--- src/include/rv_opcodes.svh ---
/* RV opcodes and instruction field positions */

`ifndef RV_OPCODES_SVH
`define RV_OPCODES_SVH

// major opcodes
`define OPC_JAL       7'b1101111
`define OPC_JALR      7'b1100111
`define OPC_OP_IMM    7'b0010011

// common fields
`define RV_OPC_BITS   6:0
`define RV_RD_BITS    11:7
`define RV_RS1_BITS   19:15

// immediates
`define RV_SIGN_BIT   31
`define RV_IIMM_BITS  31:20
`define RV_JIMM_19_12 19:12     // imm[19:12]
`define RV_JIMM_11    20        // imm[11]
`define RV_JIMM_10_1  30:21     // imm[10:1]

`endif
--- src/hw/fetch_pkg.sv ---
/* Fetch front end types */

package fetch_pkg;

  localparam int XLEN = 64;     // address and bus data width
  localparam int ILEN = 32;     // instruction word width

  // byte address or PC
  typedef logic [XLEN-1:0] addr_t;

  // one instruction word
  typedef logic [ILEN-1:0] inst_t;

  ////////////////////////////////////////////////////////////////////////////
  // jump resolver FSM
  //   RES_IDLE  waiting for a fetched instruction
  //   RES_EXEC  counting execute cycles
  //   RES_WB    writeback pulse
  ////////////////////////////////////////////////////////////////////////////
  typedef enum logic [1:0] {
    RES_IDLE = 2'd0,
    RES_EXEC = 2'd1,
    RES_WB   = 2'd2
  } res_state_t;

endpackage

--- src/hw/fetch_unit.sv ---
/* Instruction fetch unit */

`timescale 1ns/1ns

module fetch_unit import fetch_pkg::*; #(
  parameter addr_t PC_START = 64'h0000_0000_8000_0000
) (
  input  logic            clk,
  input  logic            rst,
  input  logic            i_ena,

  // instruction bus
  input  logic            i_bus_ack,
  input  logic [XLEN-1:0] i_bus_rdata,
  output logic            o_bus_req,
  output addr_t           o_bus_addr,

  // writeback side
  input  logic            i_wb_done,
  input  logic            i_pc_jmp,
  input  addr_t           i_pc_jmpaddr,
  output addr_t           o_pc,
  output inst_t           o_inst,
  output logic            o_fetched
);

  logic  handshake;
  logic  redirect;
  logic  refetch;         // word under way is thrown away
  logic  wb_pend;         // writeback seen while disabled
  addr_t saved_jmpaddr;
  addr_t pc_pred;         // predicted next PC
  inst_t fetch_word;

  assign handshake  = o_bus_req & i_bus_ack;
  assign redirect   = i_pc_jmp & (i_pc_jmpaddr != pc_pred);
  assign fetch_word = o_bus_addr[2] ? i_bus_rdata[63:32] : i_bus_rdata[31:0];

  ////////////////////////////////////////////////////////////////////////////
  // request control
  ////////////////////////////////////////////////////////////////////////////
  always_ff @(posedge clk) begin
    if (rst) begin
      o_bus_req <= 1'b1;
      wb_pend   <= 1'b0;
    end else begin
      if (handshake) begin
        if (!refetch) begin
          o_bus_req <= 1'b0;        // keep going when refetching
        end
      end else if (i_wb_done || wb_pend) begin
        if (i_ena) begin
          o_bus_req <= 1'b1;
          wb_pend   <= 1'b0;
        end else begin
          wb_pend   <= 1'b1;
        end
      end
    end
  end

  // jump redirect
  always_ff @(posedge clk) begin
    if (rst) begin
      refetch <= 1'b0;
    end else if (redirect) begin
      refetch <= 1'b1;
    end else if (handshake) begin
      refetch <= 1'b0;              // discarded word consumed
    end
  end

  always_ff @(posedge clk) begin
    if (redirect) begin
      saved_jmpaddr <= i_pc_jmpaddr;
    end
  end

  ////////////////////////////////////////////////////////////////////////////
  // fetch
  ////////////////////////////////////////////////////////////////////////////
  always_ff @(posedge clk) begin
    if (rst) begin
      o_bus_addr <= PC_START;
      o_pc       <= '0;
      pc_pred    <= PC_START;
      o_fetched  <= 1'b0;
    end else begin
      o_fetched <= 1'b0;
      if (handshake) begin
        if (refetch) begin
          o_bus_addr <= saved_jmpaddr;      // restart at the target
        end else begin
          o_bus_addr <= o_bus_addr + 64'd4;
          o_pc       <= o_bus_addr;
          pc_pred    <= o_bus_addr + 64'd4;
          o_fetched  <= 1'b1;
        end
      end
    end
  end

  always_ff @(posedge clk) begin
    if (handshake && !refetch) begin
      o_inst <= fetch_word;
    end
  end

  // address must hold until the memory answers
  a_addr_stable: assert property (@(posedge clk) disable iff (rst)
    o_bus_req && !i_bus_ack |=> $stable(o_bus_addr));

  // only one instruction in flight
  a_wb_idle: assert property (@(posedge clk) disable iff (rst)
    i_wb_done |-> !o_bus_req);

endmodule

--- config.mk ---
export PLATFORM = sky130hd
export DESIGN_NAME = fetch_unit
export DESIGN_NICKNAME = d
export VERILOG_FILES = /design/src/include/rv_opcodes.svh /design/src/hw/fetch_pkg.sv /design/src/hw/fetch_unit.sv
export SDC_FILE = /design/constraint.sdc
export NUM_CORES = 1
export LEC_CHECK = 0
export BUFFER_PORTS_ARGS = -buffer_cell sky130_fd_sc_hd__buf_2
export CAP_MARGIN = 25
export CORE_UTILIZATION = 42
export DETAILED_ROUTE_END_ITERATION = 7
export MAX_ROUTING_LAYER = met4
export PLACE_DENSITY = 0.6
export SYNTH_ARGS = -nofsm -noshare
export SYNTH_HDL_FRONTEND = slang
export SYNTH_SLANG_ARGS = --single-unit
--- constraint.sdc ---
create_clock -name clk -period 3.35 [get_ports clk]
set_input_delay 0.5025 -clock clk [delete_from_list [all_inputs] [get_ports clk]]
set_output_delay 0.5025 -clock clk [all_outputs]
set_load 0.1 [all_outputs]
==> results of run 1 <==
## power by group through the flow
stage / clock network, mW / registers (mW) / logic (mW)
finish: 3.55 / 4.06 / 1.90
global route: 3.75 / 4.09 / 2.00
CTS: 3.61 / 4.06 / 1.90
detailed placement: 0 / 4.13 / 1.89
global placement: 0 / 4.13 / 1.88
floorplan: 0 / 4.81 / 0.670
## worst max-delay path, stage by stage (launching register included)
cell      delay (ns)
dfxtp_2         0.42
ha_1            0.33
nand3_1         0.14
or4_1           0.58
or4_1           0.69
or4_1           0.54
a311oi_1        0.24
## synthesized netlist by cell type (4+ instances only)
cell / count / area share
a31oi_1: 19 / 0.0087
a211oi_1: 34 / 0.019
o31a_1: 6 / 0.0039
a22oi_1: 41 / 0.023
o21ai_0: 28 / 0.010
and3_1: 19 / 0.0087
nand4_1: 48 / 0.022
nand3_1: 34 / 0.012
nor3_1: 25 / 0.0092
clkbuf_1: 106 / 0.029
o31ai_1: 7 / 0.0039
dfxtp_1: 194 / 0.28
edfxtp_1: 96 / 0.21
nand2b_1: 4 / 0.0018
a311oi_1: 22 / 0.014
nand2_1: 192 / 0.053
or3_1: 33 / 0.015
a221oi_1: 6 / 0.0039
xnor2_1: 83 / 0.053
mux2i_1: 14 / 0.010
nor2_1: 104 / 0.029
a21oi_1: 98 / 0.036
buf_4: 10 / 0.0055
nor4_1: 35 / 0.016
and2_1: 7 / 0.0032
a21o_1: 9 / 0.0049
o211ai_1: 11 / 0.0061
buf_1: 9 / 0.0025
or4_1: 28 / 0.015
xor2_1: 8 / 0.0051
buf_2: 10 / 0.0037
inv_1: 10 / 0.0028
o22ai_1: 8 / 0.0037
mux2_2: 35 / 0.029
or2_2: 5 / 0.0023
and4_1: 10 / 0.0064
## worst paths after layout
kind	to	startpoint
worst min register to register	o_pc[9]$_SDFFE_PP0P_	o_pc[9]$_SDFFE_PP0P_
worst max register to register	pc_pred[58]$_SDFFE_PP0P_	o_bus_addr[3]$_SDFFE_PP0P_
worst max-delay path	pc_pred[58]$_SDFFE_PP0P_	o_bus_addr[3]$_SDFFE_PP0P_
worst min-delay path	saved_jmpaddr[6]$_DFFE_PP_	i_pc_jmpaddr[6]
## registers in the layout, indices dropped and copies added (netlist names)
name,cells
pc_pred,62
o_fetched,1
saved_jmpaddr,64
wb_pend,1
o_bus_addr,64
o_inst,32
o_bus_req,1
o_pc,64
refetch,1
## kinds of logic after synthesis
logic type	count (synthesis)
fa+ha+maj	1
flops	290
xor+xnor	91
simple gates	561
buf+inv	148
compound gates	316
mux	49
## cell type report
cell class | instances | area (um^2) | share of cell area
inverter | 11 | 46.3 | 0.00274
multi-input combinational | 1018 | 6270 | 0.372
sequential | 290 | 6770 | 0.401
clock inverter | 13 | 97.6 | 0.00578
timing repair buffer | 373 | 2180 | 0.129
clock buffer | 48 | 965 | 0.0572
tap | 435 | 544 | 0.0322
## per-layer routing
metal	GRT usage	routed length [um]	up-vias
met2	0.447	21500	551
met1	0.394	20800	6118
met5	-	0	-
met3	0.0529	3830	73
li1	-	-	5929
met4	0.0797	1180	0
==> flow_summary.toml, run 1 <==
[timing]
finalHoldViolCount = 0
whs_ns = 0.192
setup_viol = 0
skew_ns = 0.0189
slew_headroom = 0.334
fin_crit_ns = 3.04
slew_viol_final = 0
worst_pin_slew_ns = 1.00
clock.fmax_mhz = 329
fin_ws_ns = 0.307
setup_tns_ns = 0
fin_crit_sh = 0.908
rsz0062_at_grt = "false"

[worst_hold_path]
min_path_cells = 1
holdCritPathClass = "in -> reg"

[final_layout]
fin_util = 0.531
design_area_um2 = 16900
drive_above_1_share = 0.274
final_common_cell = "buf_2"
final_cells = 2188
final_cell_mix = "294 x buf_2, 191 x nand2_1, 191 x dfxtp_1, 104 x nor2_1, 98 x a21oi_1"
diodes = 0
nets = 1863
num-fill-cells = 2989
syn2layout_area_growth_pct = 23.6

[critical_path]
endpoint_kind = "register"
rr_worst_depth = 6
cp.arrival_ns = 3.47
worstSetupPathType = "reg -> reg"
cp.required_ns = 3.77
path_max_fanout = 10
crit_path_start_kind = "register"
r2r_setup_slack_ns = 0.31

[synth]
async_reset_ff_frac = 0
synthFlopType = "dfxtp_1"
synth_cell_types = 66
syn_area_um2 = 13600
syn_nets = 1591
synthMuxAreaShare = 0.0391
synth_top_family_by_area = "simple AND/OR/NAND/NOR gates"
yosysSeqAreaShare = 0.496
synth_edf_count = 96
synth_xor_area_frac = 0.0584
synthSimpleGateAreaFrac = 0.206
yosys_register_bits = 290
synth_compound_area_frac = 0.154
yosys_warnings = 0
syn_area_per_cell_um2 = 9.37
syn_inst = 1456
synthAdderAreaFrac = 0.000917

[cts]
cts-resized-gates = 0
cts_root_buffer = "clkbuf_16"
htree_levels = 2
clk_path_buf_depth = 3
post_cts_buffers = 0
cts_tree = "yes"
cts_sinks = 290
clk_pin_slew_ns = 0.06
clock_latency_ns = 0.51
cts_buffers = 34
postCtsHoldBufs = 0

[detailed_routing]
post-route-drc-count = 0
drt-total-wl_um = 47300
drt_iter0_markers = 1220
ant_nets = 0
vias = 12700
vias_per_cell = 5.79
drt_pass1_iterations = 5
wl_per_cell_um = 21.6

[placement]
dp_slack_ns = 0.361
dp_hpwl_um = 33900
io_buffers = 295
dpl_cell_area_um2 = 15800
gp_congestion = 0.963
dp.cells = 2127

[power_and_ir_drop]
p_seq_frac = 0.427
p_total_mw = 9.51
p_switching_mw = 3.06
ir_drop_v = 0.000406
p_per_area_nw_per_um2 = 564
clock_power_share = 0.373
pwr-share-comb = 0.200
internal_power_mw = 6.45
p_sw_frac = 0.322
power.leakage_nw = 6.14

[floorplanning]
row_count = 65
die-area_um2 = 33200
die_w_um = 182
die_h_um = 182
start_util = 0.429
ioPinCount = 296
core_area_um2 = 31800

[global_route]
antenna_found_initial = 0
grt_pass1_wl_um = 71900
overflow = 0
grt_pass1_vias = 11800
grt_max_degree = 70
grt_use_total = 0.291

[run]
cap_viol_max_count = 0

[status]
outcome = "finished, final reports clean"
Power figures use the tool's default switching activity.
==> run 2: changes to the inputs <==
--- a/config.mk
+++ b/config.mk
@@ -9,6 +9,6 @@
 export CAP_MARGIN = 25
-export CORE_UTILIZATION = 42
+export CORE_UTILIZATION = 45
 export DETAILED_ROUTE_END_ITERATION = 7
 export MAX_ROUTING_LAYER = met4
-export PLACE_DENSITY = 0.6
+export PLACE_DENSITY = 0.64
 export SYNTH_ARGS = -nofsm -noshare
==> constraint.sdc (replaced) <==
create_clock -name clk -period 3.35 [get_ports clk]
set_input_delay 0.1675 -clock clk [delete_from_list [all_inputs] [get_ports clk]]
set_output_delay 0.1675 -clock clk [all_outputs]
set_load 0.1 [all_outputs]
==> flow_summary.toml, run 2 (synthesis gave the netlist of run 1 again) <==
[timing]
fin_crit_sh = 0.928
whs_ns = 0.0366
fin_ws_ns = 0.242
clock.fmax_mhz = 322
fin_crit_ns = 3.11
setup_tns_ns = 0
slew_headroom = 0.421
slew_viol_final = 0
skew_ns = 0.0149
rsz0062_at_grt = "false"
setup_viol = 0
worst_pin_slew_ns = 0.862
finalHoldViolCount = 0

[floorplanning]
die_h_um = 176
die-area_um2 = 31000
core_area_um2 = 29700
ioPinCount = 296
row_count = 63
die_w_um = 176
start_util = 0.459

[cts]
clk_path_buf_depth = 3
cts-resized-gates = 0
cts_sinks = 290
cts_tree = "yes"
cts_buffers = 31
htree_levels = 1
clock_latency_ns = 0.57
cts_root_buffer = "clkbuf_16"
clk_pin_slew_ns = 0.06

[critical_path]
cp.arrival_ns = 3.57
slowest_stage = "or4_1"
cp.required_ns = 3.82
endpoint_kind = "register"
max_stage_delay_ns = 0.74
path_cells = "ha_1 > nand3_1 > or4_1 > or4_1 > or4_1 > a311oi_1"
cpMostUsedCell = "or4_1"
path_max_fanout = 10
crit_path_start_kind = "register"
worstSetupPathType = "reg -> reg"

[detailed_routing]
post-route-drc-count = 0
vias = 13200
drt_iter0_markers = 1426
wl_per_cell_um = 21.6
drt-total-wl_um = 48700
vias_per_cell = 5.85
ant_nets = 0
drt_pass1_iterations = 8

[placement]
io_buffers = 295
dp_hpwl_um = 33000
gp_congestion = 0.960
dp_slack_ns = 0.312

[final_layout]
num-fill-cells = 2596
multiInputGateArea_um2 = 6270
nets = 1976
fin_util = 0.602
register_area_um2 = 6770
final_common_cell = "buf_2"
syn2layout_area_growth_pct = 31.0
diodes = 0
final_cell_mix = "294 x buf_2, 191 x nand2_1, 191 x dfxtp_1, 132 x dlygate4sd3_1, 104 x nor2_1"
reg_top3 = "o_bus_addr (64), o_pc (64), saved_jmpaddr (64)"
drive_above_1_share = 0.246

[global_route]
grt_use_total = 0.319
overflow = 0
grt_pass1_vias = 12300
grt_pass1_wl_um = 73500
antenna_found_initial = 0
grt_max_degree = 92

[power_and_ir_drop]
pwr-share-comb = 0.210
p_sw_frac = 0.318
internal_power_mw = 6.49
p_switching_mw = 3.02
p_seq_frac = 0.428
p_per_area_nw_per_um2 = 532
clock_power_share = 0.361
ir_drop_v = 0.000427
power.leakage_nw = 6.55

[status]
outcome = "finished, final reports clean"

[worst_hold_path]
holdCritPathClass = "in -> reg"

[run]
cap_viol_max_count = 0
==> run 2: changes by cell type in the layout (fill, tap and decap cells not counted) <==
cell           delta
buf_12            -6
dlygate4sd3_1   +132
clkbuf_16         -3
buf_4            -10
inv_6             -1
clkbuf_8          -1
bufinv_16         +2
clkbuf_1          +2
clkinv_1          -2
clkinv_4          -1
clkinv_2          -3
==> run 2: power groups by stage <==
stage               clock network (mW)  registers, mW  logic, mW
floorplan                            0           4.81      0.670
global placement                     0           4.13       1.82
global route                      3.60           4.10       2.11
finish                            3.44           4.08       2.00
detailed placement                   0           4.14       1.84
CTS                               3.48           4.07       1.99
==> run 2: final cells by class <==
class | instances | area share
Inverter | 11 | 0.00259
Clock inverter | 8 | 0.00658
Sequential cell | 290 | 0.379
Tap cell | 390 | 0.0273
Multi-Input combinational cell | 1018 | 0.351
Timing Repair Buffer | 489 | 0.185
Clock buffer | 46 | 0.0494
==> run 2: per-stage QoR <==
| step | std cells | power (mW) | area [um^2] |
|---|---|---|---|
| after floorplan | 1456 | 5.48 | 13700 |
| after global placement | 2066 | 5.96 | 15600 |
| after detailed placement | 2066 | 5.98 | 15600 |
| after CTS | 2252 | 9.53 | 17900 |
| after global routing | 2252 | 9.81 | 17900 |
| final | 2252 | 9.51 | 17900 |
==> run 2: worst max-delay path, delay by kind of cell, from the launching register on <==
| family | cells | cell delay, ns |
|---|---|---|
| DFF | 1 | 0.41 |
| AOI/OAI and AO/OA | 1 | 0.25 |
| and+or+nand+nor | 4 | 2.04 |
| adders and majority gates | 1 | 0.31 |
==> run 2: final timing paths <==
kind | from | to | slack, ns | depth (start not counted)
max | o_bus_addr[3]$_SDFFE_PP0P_ | pc_pred[58]$_SDFFE_PP0P_ | 0.24 | 6
min | rst | o_pc[63]$_SDFFE_PP0P_ | 0.04 | 2
max reg2reg | o_bus_addr[3]$_SDFFE_PP0P_ | pc_pred[58]$_SDFFE_PP0P_ | 0.24 | 6
min reg2reg | o_pc[3]$_SDFFE_PP0P_ | o_pc[3]$_SDFFE_PP0P_ | 0.45 | 2
==> run 2: what timing repair did <==
action,4_1_cts,5_1_grt
endpoints found under the hold margin,99,0
setup buffers,0,0
endpoints found under the setup margin,0,0
hold buffers,132,0
==> run 2: per-layer routing <==
layer | vias up | wire [um] | global-route usage
li1 | 6136 | - | -
met1 | 6369 | 20700 | 0.427
met2 | 594 | 22900 | 0.503
met3 | 83 | 3760 | 0.0433
met4 | 0 | 1330 | 0.0899
met5 | - | 0 | -
==> run 3: changes to the inputs <==
- HOLD_SLACK_MARGIN: not set -> 0.06
- clock period: 3.35 -> 3.1 ns (I/O delays scaled with it)
==> flow_summary.toml, run 3 (synthesis gave the netlist of run 1 again) <==
[status]
outcome = "finished, final reports clean"

[critical_path]
path_cells = "nand4_1 > nor4_2 > nand3_1 > or4b_2 > a31oi_1"
max_stage_delay_ns = 0.73
r2r_setup_slack_ns = 0.14
path_delay_family = "simple AND/OR/NAND/NOR gates"
worstSetupPathType = "reg -> reg"
rr_worst_depth = 5
reg2reg_from = "o_bus_addr[22]$_SDFFE_PP0P_"
cp.required_ns = 3.58
path_buf_inv = 0
slowest_stage = "nor4_2"
crit_path_start_kind = "register"
cp.arrival_ns = 3.44
path_max_fanout = 11
reg2reg_to = "o_bus_addr[51]$_SDFFE_PP0P_"
endpoint_kind = "register"

[cts]
post_cts_buffers = 0
clock_latency_ns = 0.56
cts_sinks = 290
htree_levels = 1
cts_root_buffer = "clkbuf_16"
clk_path_buf_depth = 3
cts_buffers = 30
cts_tree = "yes"
clk_pin_slew_ns = 0.06

[timing]
finalHoldViolCount = 0
setup_viol = 0
fin_crit_ns = 2.96
clock.fmax_mhz = 338
slew_viol_final = 0
worst_pin_slew_ns = 0.756
rsz0062_at_grt = "false"
slew_headroom = 0.496
setup_tns_ns = 0
whs_ns = 0.328
fin_crit_sh = 0.955
skew_ns = 0.00808

[worst_hold_path]
whs_endpoint = "o_bus_addr[13]$_SDFFE_PP0P_"
holdCritPathClass = "in -> reg"
hold_start = "i_bus_ack"
min_path_cells = 3

[global_route]
grt_use_total = 0.328
antenna_found_initial = 1
grt_pass1_wl_um = 74800
overflow = 0
grt_max_degree = 71
grt_pass1_vias = 12400

[floorplanning]
core_area_um2 = 29700
die_h_um = 176
ioPinCount = 296
die-area_um2 = 31000
row_count = 63
start_util = 0.459
die_w_um = 176

[power_and_ir_drop]
ir_drop_v = 0.000467
power.leakage_nw = 6.63
p_total_mw = 10.1
p_per_area_nw_per_um2 = 559

[final_layout]
fin_util = 0.606
final_common_cell = "buf_2"
final_cell_mix = "294 x buf_2, 191 x nand2_1, 169 x dfxtp_1, 133 x dlygate4sd3_1, 104 x nor2_1"
final_cells = 2268
reg_top3 = "o_bus_addr (64), o_pc (64), saved_jmpaddr (64)"
syn2layout_area_growth_pct = 32.0
drive_above_1_share = 0.265
nets = 1988

[detailed_routing]
vias_per_cell = 5.81
vias = 13200
ant_nets = 0
drt_pass1_iterations = 6
drt-total-wl_um = 50200
wl_per_cell_um = 22.2
post-route-drc-count = 0
drt_iter0_markers = 1266

[placement]
dp.cells = 2078
io_buffers = 295
dp_hpwl_um = 34800
gp_congestion = 1.01

[run]
cap_viol_max_count = 0
run 3: cell count changes in the layout (fill, tap and decap cells not counted), moves of 4 or more:
| cell | change |
|---|---|
| buf_12 | +4 |
| dfxtp_2 | +22 |
| clkinv_2 | +6 |
| dfxtp_1 | -22 |
| buf_4 | +8 |
| clkbuf_1 | -5 |
run 3: layout make-up:
class                           count  area [um^2]
Tap cell                          390          488
Clock inverter                     14         73.8
Multi-Input combinational cell   1018         6280
Antenna cell                        1         2.50
Timing Repair Buffer              502         3460
Clock buffer                       42          867
Inverter                           11         46.3
Sequential cell                   290         6800
Fill cell                        2555        11700
run 3: worst min-delay path, stage by stage:
cell	delay (ns)
buf_2	0.12
nand2_2	0.35
a31o_2	0.21
run 3: per-layer routing:
metal,global-route usage,routed length (um),vias to the layer above
met5,-,0,-
met4,0.116,1890,0
met1,0.442,21900,6373
met3,0.0633,3930,96
li1,-,-,6157
met2,0.489,22500,546
run 3: how the worst max path moves through the flow:
stage                                 from                     endpoint  slack (ns)  depth (start not counted)
4_1_cts        o_bus_addr[22]$_SDFFE_PP0P_  o_bus_addr[51]$_SDFFE_PP0P_        0.22                          5
5_1_grt        o_bus_addr[22]$_SDFFE_PP0P_  o_bus_addr[51]$_SDFFE_PP0P_        0.05                          5
2_1_floorplan  o_bus_addr[29]$_SDFFE_PP0P_     pc_pred[58]$_SDFFE_PP0P_       -0.02                          8
3_5_place_dp   o_bus_addr[22]$_SDFFE_PP0P_  o_bus_addr[51]$_SDFFE_PP0P_        0.23                          5
6_report       o_bus_addr[22]$_SDFFE_PP0P_  o_bus_addr[51]$_SDFFE_PP0P_        0.14                          5
3_3_place_gp   o_bus_addr[22]$_SDFFE_PP0P_  o_bus_addr[51]$_SDFFE_PP0P_        0.38                          5
run 3: repair_timing:
item | 4_1_cts | 5_1_grt
hold buffers | 133 | 0
resized for setup | 0 | 1
endpoints found under the setup margin | 0 | 3
endpoints found under the hold margin | 124 | 0
run 3: per-stage QoR:
stage | worst slack (ns) | cell area, um^2
finish | 0.138 | 18000
global route | 0.0472 | 18000
CTS | 0.219 | 18000
detailed placement | 0.227 | 15700
global placement | 0.382 | 15700
floorplan | -0.0152 | 13700
run 3: power breakdown:
| group | switching [mW] | leakage (nW) | total, mW | internal [mW] |
|---|---|---|---|---|
| sequential | 0.222 | 2.52 | 4.42 | 4.20 |
| combinational | 1.56 | 3.63 | 2.20 | 0.641 |
| clock | 1.51 | 0.472 | 3.45 | 1.94 |
