## src/include/rv_opcodes.svh

```systemverilog
/* RV opcodes and instruction field positions */

`ifndef RV_OPCODES_SVH
`define RV_OPCODES_SVH

// major opcodes
`define OPC_JAL       7'b1101111
`define OPC_JALR      7'b1100111
`define OPC_OP_IMM    7'b0010011

// common fields
`define RV_OPC_BITS   6:0
`define RV_RD_BITS    11:7
`define RV_RS1_BITS   19:15

// immediates
`define RV_SIGN_BIT   31
`define RV_IIMM_BITS  31:20
`define RV_JIMM_19_12 19:12     // imm[19:12]
`define RV_JIMM_11    20        // imm[11]
`define RV_JIMM_10_1  30:21     // imm[10:1]

`endif
```

## src/hw/fetch_pkg.sv

```systemverilog
/* Fetch front end types */

package fetch_pkg;

  localparam int XLEN = 64;     // address and bus data width
  localparam int ILEN = 32;     // instruction word width

  // byte address or PC
  typedef logic [XLEN-1:0] addr_t;

  // one instruction word
  typedef logic [ILEN-1:0] inst_t;

  ////////////////////////////////////////////////////////////////////////////
  // jump resolver FSM
  //   RES_IDLE  waiting for a fetched instruction
  //   RES_EXEC  counting execute cycles
  //   RES_WB    writeback pulse
  ////////////////////////////////////////////////////////////////////////////
  typedef enum logic [1:0] {
    RES_IDLE = 2'd0,
    RES_EXEC = 2'd1,
    RES_WB   = 2'd2
  } res_state_t;

endpackage

```

## src/hw/jump_resolver.sv

```systemverilog
/* Jump resolver and writeback timing */

`timescale 1ns/1ns

`include "rv_opcodes.svh"

module jump_resolver import fetch_pkg::*; #(
  parameter int EXEC_CYCLES = 2
) (
  input  logic  clk,
  input  logic  rst,
  input  logic  i_fetched,
  input  addr_t i_pc,
  input  inst_t i_inst,
  output logic  o_wb_done,
  output logic  o_pc_jmp,
  output addr_t o_pc_jmpaddr
);

  localparam int CNT_W = $clog2(EXEC_CYCLES) + 1;

  res_state_t       state;
  logic [CNT_W-1:0] exec_cnt;
  addr_t            pc_q;
  inst_t            inst_q;
  logic             is_jal;
  logic             is_jalr_abs;
  addr_t            jal_imm;
  addr_t            jalr_imm;

  always_ff @(posedge clk) begin
    if (i_fetched) begin
      pc_q   <= i_pc;
      inst_q <= i_inst;
    end
  end

  ////////////////////////////////////////////////////////////////////////////
  // decode
  ////////////////////////////////////////////////////////////////////////////
  assign is_jal      = (inst_q[`RV_OPC_BITS] == `OPC_JAL);
  assign is_jalr_abs = (inst_q[`RV_OPC_BITS] == `OPC_JALR) &&
                       (inst_q[`RV_RS1_BITS] == 5'd0);      // base is x0

  assign jal_imm  = {{44{inst_q[`RV_SIGN_BIT]}}, inst_q[`RV_JIMM_19_12],
                     inst_q[`RV_JIMM_11], inst_q[`RV_JIMM_10_1], 1'b0};
  assign jalr_imm = {{52{inst_q[`RV_SIGN_BIT]}}, inst_q[`RV_IIMM_BITS]};

  assign o_pc_jmpaddr = is_jal ? (pc_q + jal_imm) : {jalr_imm[XLEN-1:1], 1'b0};

  ////////////////////////////////////////////////////////////////////////////
  // execute timing
  ////////////////////////////////////////////////////////////////////////////
  always_ff @(posedge clk) begin
    if (rst) begin
      state    <= RES_IDLE;
      exec_cnt <= '0;
    end else begin
      case (state)
        RES_IDLE: begin
          if (i_fetched) begin
            exec_cnt <= CNT_W'(1);
            state    <= (EXEC_CYCLES == 1) ? RES_WB : RES_EXEC;
          end
        end
        RES_EXEC: begin
          if (exec_cnt == CNT_W'(EXEC_CYCLES - 1)) begin
            state <= RES_WB;
          end else begin
            exec_cnt <= exec_cnt + 1'b1;
          end
        end
        RES_WB:  state <= RES_IDLE;
        default: state <= RES_IDLE;
      endcase
    end
  end

  assign o_wb_done = (state == RES_WB);
  assign o_pc_jmp  = o_wb_done & (is_jal | is_jalr_abs);

  // writeback comes EXEC_CYCLES after the fetch
  a_wb_timing: assert property (@(posedge clk) disable iff (rst)
    o_wb_done |-> $past(i_fetched, EXEC_CYCLES));

  // fetch never outruns writeback
  a_fetch_idle: assert property (@(posedge clk) disable iff (rst)
    i_fetched |-> state == RES_IDLE);

endmodule

```

## config.mk

```make
export PLATFORM = sky130hd
export DESIGN_NAME = jump_resolver
export DESIGN_NICKNAME = d
export VERILOG_FILES = /design/src/hw/fetch_pkg.sv /design/src/hw/jump_resolver.sv
export VERILOG_INCLUDE_DIRS = /design/src /design/src/include
export SDC_FILE = /design/constraint.sdc
export NUM_CORES = 1
export LEC_CHECK = 0
export ABC_AREA = 1
export BUFFER_PORTS_ARGS = -buffer_cell sky130_fd_sc_hd__buf_2
export CAP_MARGIN = 0
export CORE_ASPECT_RATIO = 1.5
export CORE_MARGIN = 4
export CORE_UTILIZATION = 40
export DETAILED_ROUTE_END_ITERATION = 8
export PLACE_DENSITY = 0.57
export SLEW_MARGIN = 20
export SYNTH_ARGS = -nofsm -noshare
export SYNTH_HDL_FRONTEND = slang
export SYNTH_SLANG_ARGS = --single-unit
export TNS_END_PERCENT = 50
```

## constraint.sdc

```tcl
create_clock -name clk -period 3.9 [get_ports clk]
set_input_delay 0.78 -clock clk [delete_from_list [all_inputs] [get_ports clk]]
set_output_delay 0.78 -clock clk [all_outputs]
set_load 0.1 [all_outputs]
```

==> impl_metrics.json, run 1 <==
{
  "status": "finished clean",
  "fill_cells": 2444,
  "fp.dieArea_um2": 25600,
  "core-area_um2": 22600,
  "grt_usage_pct": 23.7,
  "power_uw": 4150,
  "slew_headroom_pct": 48.8,
  "vias_per_cell": 4.77,
  "htree_levels": 3,
  "r2r_start": "state[0]",
  "cts.path.max_buffers": 2,
  "power.leakage_uw": 0.00613,
  "drt-met1-wl_um": 11100,
  "routed.top_layer": "met4",
  "drt-initial-drc-count": 340,
  "start_util_pct": 40.8,
  "dr.pass1.iters": 5,
  "synth_cell_type_count": 38,
  "wl_per_cell_um": 15.7,
  "root_buffer": "clkbuf_16",
  "syn-cell-area_um2": 9210,
  "dp_slack_ns": 0.337,
  "drive_above_1_share_pct": 17.3,
  "crit_type": "reg2out",
  "dieHeight_um": 194,
  "hold_depth": 2,
  "grt_max_degree": 63,
  "tightestPinTransition_ns": 0.767,
  "mostFrequentLayoutCells": "nand2_1 (620), inv_1 (284), buf_2 (117)",
  "synth-seq-area-share_pct": 30.5,
  "syn_area_per_cell_um2": 6.18,
  "antenna_found_initial": 0,
  "critPathArrivalTime_ns": 3.04,
  "setup_viol": 0,
  "placed_cells": 1921,
  "critPathLaunchType": "flip-flop",
  "rr_worst_depth": 6,
  "syn_nets": 1652,
  "power.internal_uw": 2260,
  "dr_wl_met2_um": 16800,
  "min_delay_worst_endpoint": "exec_cnt[1]",
  "grt_pass1_wl_um": 46800,
  "slew_viol_final": 0,
  "io_pins": 165,
  "power_frac_comb_pct": 46.9,
  "vias": 9247,
  "min-delay-path-class": "reg2reg",
  "die_w_um": 132,
  "clkSinkCount": 95,
  "globalplace.congestion": 0.979,
  "overflow": 0,
  "clk_latency_ns": 0.36,
  "power_frac_seq_pct": 29.8,
  "clkPwrFrac_pct": 23.3,
  "layout_commonest_cell": "nand2_1",
  "period_share_pct": 98.0,
  "worstPathMaxFanout": 45,
  "ys_warn_count": 0,
  "area_delta_synth_final_pct": 20.0,
  "hold_viol": 0,
  "fin_area_um2": 11000,
  "fmaxAchievable_mhz": 262,
  "cts_buffers": 9,
  "timing.rr.end": "exec_cnt[1]",
  "setup_tns_ns": 0,
  "synth_seq_cells": 95,
  "drv_cap": 0,
  "io_buffer_count": 159,
  "worst_ep_required_time_ns": 3.12,
  "p_switching_uw": 1890,
  "worst_hold_startpoint": "exec_cnt[1]",
  "r2r_slack_ns": 2.69,
  "clkTransAtPathRegs_ns": 0.07,
  "routed_wirelength_um": 30400,
  "power.density_nw_per_um2": 376,
  "route.met3.wl_um": 997,
  "swShare_pct": 45.5,
  "startpoint": "inst_q[31]",
  "peakVddDrop_uv": 249,
  "dp_hpwl_um": 25700,
  "grt_pass1_vias": 9066,
  "rsz0062_at_grt": "true",
  "tritoncts": "done",
  "min_period_ns": 3.82,
  "final_nets": 1819,
  "synth_cells": 1489,
  "worst_slack_ns": 0.0774,
  "seqCellArea_um2": 2810,
  "hold_buffers": 0,
  "antenna_cells": 0,
  "fin_cells": 1937,
  "endpoint_kind": "primary output",
  "multi_input_area_um2": 5250,
  "drc": 0,
  "ant_nets": 0,
  "rows": 67,
  "fin_skew_ns": 0.000483,
  "placed_area_um2": 10600
}
## synthesized netlist by cell type
cell,instances,area [um^2]
nand2_1,622,2330
inv_1,284,1070
nor2_1,98,368
edfxtp_1,91,2730
nand3_1,84,420
a21oi_1,69,345
ha_1,63,788
o21ai_0,30,150
inv_2,22,82.6
nand2_2,19,119
nor2_2,18,113
nand4_1,11,68.8
clkbuf_1,7,26.3
nand3_2,7,70.1
nand3b_1,7,52.6
nor3_1,7,35.0
buf_2,5,25.0
clkinv_1,5,18.8
o21bai_1,5,37.5
dfxtp_1,4,80.1
o21ai_1,4,20.0
nor3_4,3,48.8
or2_2,3,18.8
xnor2_1,3,26.3
and2_1,2,12.5
and3_1,2,12.5
nor2_4,2,22.5
nor4_2,2,25.0
a31oi_1,1,6.26
and2_4,1,8.76
fa_1,1,20.0
nor3_2,1,10.0
nor4_1,1,6.26
o22ai_1,1,6.26
o41ai_1,1,8.76
or2_1,1,6.26
or4_1,1,7.51
xor2_1,1,8.76
## stage by stage
stage	utilization, %	hold WS [ns]
4_1_cts	48.3	0.492
2_1_floorplan	-	0.449
6_report	49.0	0.486
3_5_place_dp	46.9	0.478
5_1_grt	49.0	0.537
3_3_place_gp	46.9	0.462
## worst max-delay path by stage
stage,to,cells past startpoint
6_report,o_pc_jmpaddr[56],11
5_1_grt,o_pc_jmpaddr[56],12
4_1_cts,o_pc_jmpaddr[26],14
3_5_place_dp,o_pc_jmpaddr[59],13
3_3_place_gp,o_pc_jmpaddr[61],14
2_1_floorplan,o_pc_jmpaddr[6],7
## final cells by class
| type | count | area share [%] |
|---|---|---|
| Multi-Input combinational cell | 1071 | 47.5 |
| Sequential cell | 95 | 25.5 |
| Inverter | 311 | 10.6 |
| Timing Repair Buffer | 168 | 10.5 |
| Tap cell | 276 | 3.13 |
| Clock buffer | 10 | 2.16 |
| Clock inverter | 6 | 0.679 |
## layer usage
| metal | vias up | GRT usage [%] |
|---|---|---|
| met5 | - | 0 |
| met4 | 0 | 11.5 |
| met3 | 62 | 2.80 |
| met2 | 218 | 47.2 |
| met1 | 4030 | 23.7 |
| li1 | 4937 | - |
## timing repair
action                                  4_1_cts  5_1_grt
gates cloned                                  0        0
endpoints found under the setup margin        7       35
gates resized for setup                       7       65
setup buffers                                 0        0
## flip-flops by register name (all words and copies together), names as in the netlist
| signal | flops |
|---|---|
| exec_cnt | 2 |
| state | 2 |
| inst_q | 27 |
| pc_q | 64 |
## critical path: stages, from the launching register on
cell and delay (ns):
edfxtp_1 0.41, buf_12 0.21, ha_1 0.45, nand2_1 0.13, nor2_1 0.22, nand2_1 0.16, nor4_1 0.31, nand2_1 0.12
nand3_1 0.09, nand3_1 0.18, nand2_1 0.17, buf_12 0.19
## kinds of logic after synthesis
| kind of cell | synth area share, % |
|---|---|
| buffers and inverters | 13.2 |
| AO/OA/AOI/OAI | 6.24 |
| AND/OR/NAND/NOR | 40.8 |
| XOR/XNOR | 0.381 |
| flip-flops | 30.5 |
| adder cells (fa/ha/maj) | 8.78 |
## power groups by stage
stage | Combinational, uW | Clock (uW) | Sequential (uW)
floorplan | 1370 | 0 | 1260
global placement | 1910 | 0 | 1260
detailed placement | 1920 | 0 | 1260
CTS | 1930 | 993 | 1240
global route | 2130 | 1040 | 1250
finish | 1950 | 967 | 1240
Note: power is estimated with default switching activity, not from simulation.
==> run 2: changes to the inputs <==
ABC_AREA = 0   (was 1)
GPL_ROUTABILITY_DRIVEN = 0   (was default)
PLACE_DENSITY = 0.59   (was 0.57)
==> run 2 against run 1 <==
The run now ends with negative setup slack left; via count down 23%; register-to-register slack worse by 0.10 ns; wire length decreased by 26%.
==> impl_metrics.json, run 2 <==
{
  "clkTransAtPathRegs_ns": 0.07,
  "violations": "negative setup slack",
  "grt_max_degree": 62,
  "yosysMostFrequentCell": "edfxtp_1",
  "synthTopCellsByArea": "edfxtp_1 (38%), ha_1 (11%), a21oi_1 (5.1%)",
  "slowest_stage": "edfxtp_1",
  "slowest_delay_ns": 0.51,
  "drive_above_1_share_pct": 46.8,
  "rsz0062_at_grt": "true",
  "r2r_start": "exec_cnt[1]",
  "routed_wirelength_um": 22600,
  "clk_latency_ns": 0.36,
  "layout_commonest_cell": "buf_4",
  "slew_viol_final": 0,
  "die_w_um": 118,
  "status": "finished, violations left",
  "drc": 0,
  "tightestPinTransition_ns": 0.680,
  "dp_hpwl_um": 16500,
  "io_pins": 165,
  "synth_largest_area_cell": "edfxtp_1",
  "path_buf_inv": 2,
  "synth_cells": 782,
  "dr.pass1.iters": 5,
  "io_buffer_count": 159,
  "vias_per_cell": 5.57,
  "clkSinkCount": 95,
  "dr_wl_met2_um": 11800,
  "period_share_pct": 115,
  "syn-cell-area_um2": 7220,
  "netlist.area_leader.share_pct": 37.9,
  "grt_usage_pct": 21.2,
  "power.density_nw_per_um2": 394,
  "antenna_found_initial": 1,
  "synth_cell_type_count": 70,
  "endpoint_kind": "primary output",
  "dp_slack_ns": -0.229,
  "overflow": 0,
  "regMostFlops": "pc_q",
  "synth-seq-area-share_pct": 39.0,
  "slew_headroom_pct": 54.6,
  "peakVddDrop_uv": 284,
  "rows": 59,
  "worst_slack_ns": -0.580,
  "syn_nets": 945,
  "start_util_pct": 41.1,
  "min_period_ns": 4.48,
  "area_delta_synth_final_pct": 59.8,
  "mostFrequentLayoutCells": "buf_4 (133), buf_2 (113), edfxtp_1 (91)",
  "root_buffer": "clkbuf_16",
  "cp_cell_sequence": "buf_8, ha_4, a21oi_4, nor2b_1, o21a_1, a2111oi_4, a2bb2oi_2, o41ai_4, a211o_4, a31oi_4, mux2i_1, a311o_1, buf_12",
  "grt_pass1_wl_um": 35200,
  "drv_cap": 0,
  "tritoncts": "done",
  "setup_viol": 35,
  "crit_family": "compound AO/OA/AOI/OAI gates",
  "cts.path.max_buffers": 2,
  "ys_warn_count": 0,
  "final_nets": 1221,
  "antenna_cells": 0,
  "largest_register_ffs": 64,
  "synth_edf_count": 91,
  "min-delay-path-class": "reg2reg",
  "drt-met1-wl_um": 8860,
  "synthArstFlopShare_pct": 0,
  "critPathArrivalTime_ns": 3.70,
  "cts_buffers": 9,
  "worstPathMaxFanout": 8,
  "synth_common_cells": "edfxtp_1 (91), nand2_1 (79), a21oi_1 (74)",
  "power_uw": 4550,
  "drt-initial-drc-count": 327,
  "route.met3.wl_um": 1050,
  "fmaxAchievable_mhz": 223,
  "dieHeight_um": 173,
  "htree_levels": 3,
  "worst_ep_required_time_ns": 3.12,
  "worst_hold_startpoint": "exec_cnt[1]",
  "core-area_um2": 17600,
  "hold_viol": 0,
  "syn_area_per_cell_um2": 9.23,
  "synth_ff_type": "edfxtp_1",
  "synth_seq_cells": 95,
  "fin_skew_ns": 0.00630,
  "power.leakage_uw": 0.00476,
  "wl_per_cell_um": 17.7,
  "grt_pass1_vias": 7300,
  "ant_nets": 0,
  "routed.top_layer": "met5",
  "crit_type": "reg2out",
  "startpoint": "inst_q[31]",
  "critPathLaunchType": "flip-flop",
  "vias": 7107,
  "fp.dieArea_um2": 20300,
  "reg_top3": "pc_q x64, inst_q x27",
  "setup_tns_ns": -8.55
}
[run 2: cell count changes in the layout (fill, tap and decap cells not counted), moves of 28 or more]
cell,before,now
buf_4,16,133
buf_12,13,47
inv_1,284,24
nand2_1,620,74
nand3_1,84,16
nor2_1,89,37
o21ai_4,0,28
[run 2: cell families after synthesis]
| kind of cell | Yosys count | share of synthesized area [%] |
|---|---|---|
| and+or+nand+nor | 223 | 14.7 |
| muxes | 3 | 0.416 |
| AOI/OAI and AO/OA | 276 | 24.3 |
| xor gates and xnor gates | 52 | 6.31 |
| buffers and inverters | 69 | 4.09 |
| DFF | 95 | 39.0 |
| adders and majority gates | 64 | 11.2 |
[run 2: through the flow]
step | cell area [um^2] | utilization (%) | cells | hold slack, ns
after floorplan | 7560 | - | 782 | 0.448
after global placement | 10100 | 57.2 | 1232 | 0.467
after detailed placement | 10100 | 57.2 | 1232 | 0.477
after CTS | 11100 | 63.1 | 1264 | 0.487
after global routing | 11500 | 65.7 | 1276 | 0.521
final | 11500 | 65.7 | 1276 | 0.486
[run 2: cell type report]
type	instances	area, um^2
Clock buffer	9	225
Clock inverter	7	61.3
Fill cell	1413	6030
Inverter	25	93.8
Multi-Input combinational cell	618	5360
Sequential cell	95	2810
Tap cell	213	267
Timing Repair Buffer	309	2720
[run 2: what timing repair did]
item | in CTS | in global routing
hold buffers | 0 | 0
gates resized for setup | 111 | 69
buffers inserted | 17 | 15
setup endpoints to repair | 46 | 46
gates cloned | 1 | 1
pin swaps | 53 | 59
[run 2: path summary, 6_finish.rpt]
path	depth (start not counted)	slack, ns	to
worst max register to register	6	2.59	exec_cnt[1]
worst min-delay path	2	0.49	exec_cnt[1]
worst min register to register	2	0.49	exec_cnt[1]
worst max-delay path	13	-0.58	o_pc_jmpaddr[53]
[run 2: power by group]
part | internal, uW | total (uW) | switching [uW]
Combinational | 990 | 2420 | 1430
Sequential | 1210 | 1250 | 44.3
Clock | 447 | 882 | 435
Total | 2640 | 4550 | 1900
[run 2: metal layers]
metal / vias up / global-route usage (%)
met5: - / 0
met4: 2 / 9.44
met3: 61 / 4.43
met2: 226 / 38.6
met1: 3336 / 23.7
li1: 3482 / -
[run 2: worst reg2reg max path: stages (launching register included)]
cell and delay (ns):
dfxtp_1 0.33, inv_1 0.05, ha_1 0.22, or3_1 0.36, o21ai_0 0.09, nand2_1 0.07, a21oi_1 0.12
==> run 3: changes to the inputs <==
CELL_PAD_IN_SITES_DETAIL_PLACEMENT = 0   (was default)
CELL_PAD_IN_SITES_GLOBAL_PLACEMENT = 2   (was default)
CORE_UTILIZATION = 33   (was 40)
PLACE_DENSITY = 0.78   (was 0.59)
==> run 3 against run 2 <==
Critical path type unchanged; cell count rose by 6.7%; the flow still finishes with violations (negative setup slack); clock power decreased by 4.5%; utilization down 10 points; clock skew down 0.0050 ns; power increased by 0.88%; largest power group unchanged.
==> impl_metrics.json, run 3 (same netlist as run 2, synthesis figures left out) <==
{
  "slowest_delay_ns": 0.48,
  "dp_slack_ns": -0.342,
  "drive_above_1_share_pct": 48.3,
  "die_w_um": 129,
  "cts_buffers": 9,
  "grt_pass1_wl_um": 38200,
  "endpoint_kind": "primary output",
  "fin_skew_ns": 0.00127,
  "drc": 0,
  "root_buffer": "clkbuf_16",
  "dieHeight_um": 189,
  "io_buffer_count": 159,
  "cp_cell_sequence": "ha_2, inv_2, fa_2, nor2b_4, o211ai_2, a31oi_2, a41o_2, a21oi_4, o41ai_4, a211o_4, a21oi_4, or4_1, nand3_2, buf_12",
  "cts.path.max_buffers": 2,
  "power_uw": 4590,
  "final_nets": 1249,
  "rows": 66,
  "rr_worst_depth": 6,
  "layout_commonest_cell": "buf_4",
  "fp.dieArea_um2": 24300,
  "grt_pass1_vias": 7535,
  "htree_levels": 3,
  "antenna_found_initial": 2,
  "min_period_ns": 4.37,
  "antenna_cells": 0,
  "overflow": 0,
  "setup_tns_ns": -7.42,
  "critPathArrivalTime_ns": 3.59,
  "hold_buffers": 0,
  "r2r_slack_ns": 2.65,
  "area_delta_synth_final_pct": 66.3,
  "min_delay_worst_endpoint": "exec_cnt[1]",
  "violations": "negative setup slack",
  "worstPathMaxFanout": 3,
  "rsz0062_at_grt": "true",
  "tightestPinTransition_ns": 0.750,
  "slew_viol_final": 0,
  "drt-initial-drc-count": 257,
  "vias": 7145,
  "vias_per_cell": 5.25,
  "power.density_nw_per_um2": 382,
  "io_pins": 165,
  "placed_area_um2": 10400,
  "tritoncts": "done",
  "slew_headroom_pct": 50.0,
  "wl_per_cell_um": 17.4,
  "period_share_pct": 112,
  "timing.rr.end": "exec_cnt[1]",
  "setup_viol": 36,
  "fmaxAchievable_mhz": 229,
  "regMostFlops": "pc_q",
  "crit_type": "reg2out",
  "slowest_stage": "or4_1",
  "min-delay-path-class": "reg2reg",
  "critPathLaunchType": "flip-flop",
  "worst_path_most_repeated_cell": "a21oi_4",
  "largest_register_ffs": 64,
  "fin_area_um2": 12000,
  "hold_depth": 2,
  "grt_usage_pct": 19.4,
  "routed_wirelength_um": 23700,
  "worst_slack_ns": -0.467,
  "clk_latency_ns": 0.35,
  "peakVddDrop_uv": 235,
  "drv_cap": 0,
  "power.leakage_uw": 0.00491,
  "clkTransAtPathRegs_ns": 0.07,
  "hold_viol": 0,
  "mostFrequentLayoutCells": "buf_4 (156), buf_2 (105), edfxtp_1 (91)",
  "dr.pass1.iters": 5,
  "start_util_pct": 33.4,
  "worst_ep_required_time_ns": 3.12,
  "reg_top3": "pc_q x64, inst_q x27",
  "clkSinkCount": 95,
  "dp_hpwl_um": 17800,
  "ant_nets": 0,
  "worst_hold_startpoint": "exec_cnt[1]",
  "fill_cells": 1932,
  "core-area_um2": 21600,
  "r2r_start": "exec_cnt[1]",
  "status": "finished, violations left",
  "grt_max_degree": 57
}
## run 3: power by group
part           internal, uW  switching [uW]
Clock                   431             411
Sequential             1210            47.7
Combinational          1060            1430
## run 3: routing by layer
metal	up-vias	global-route usage [%]	wire length, um
met2	154	35.5	12800
met5	-	0	16
li1	3546	-	-
met4	4	5.86	575
met3	44	3.39	863
met1	3397	22.9	9450
## run 3: final cells by class
class	instances	area (um^2)	share of cell area [%]
clock buffer	10	229	1.91
tap	272	340	2.84
timing repair buffer	337	3040	25.4
clock inverter	5	33.8	0.281
sequential	95	2810	23.4
multi-input combinational	618	5450	45.4
inverter	25	93.8	0.782
## run 3: critical path, delay by kind of cell, from the launching register on
kind	cells	cell delay, ns
DFF	1	0.36
buffers and inverters	2	0.22
AOI/OAI and AO/OA	7	1.35
adders and majority gates	2	0.56
and+or+nand+nor	3	0.75
## run 3: stage by stage
stage / hold slack, ns / util [%] / instances
after floorplan: 0.448 / - / 782
after global placement: 0.465 / 48.2 / 1316
after CTS: 0.480 / 53.0 / 1344
after global routing: 0.535 / 55.5 / 1362
final: 0.477 / 55.5 / 1362
after detailed placement: 0.469 / 48.2 / 1316
## run 3: repair_timing
item / in CTS / in global routing
pin swaps: 57 / 78
setup endpoints to repair: 44 / 46
gates resized for setup: 120 / 71
cloned: 1 / 0
buffers inserted: 13 / 21
## run 3: worst max-delay path by stage
stage | slack (ns) | cells past startpoint | start | end
6_report | -0.47 | 14 | inst_q[21] | o_pc_jmpaddr[57]
3_5_place_dp | -0.34 | 15 | inst_q[21] | o_pc_jmpaddr[57]
3_3_place_gp | -0.35 | 15 | inst_q[21] | o_pc_jmpaddr[57]
5_1_grt | -0.59 | 14 | inst_q[21] | o_pc_jmpaddr[57]
4_1_cts | -0.48 | 13 | inst_q[31] | o_pc_jmpaddr[57]
2_1_floorplan | -1.30 | 12 | inst_q[31] | o_pc_jmpaddr[55]
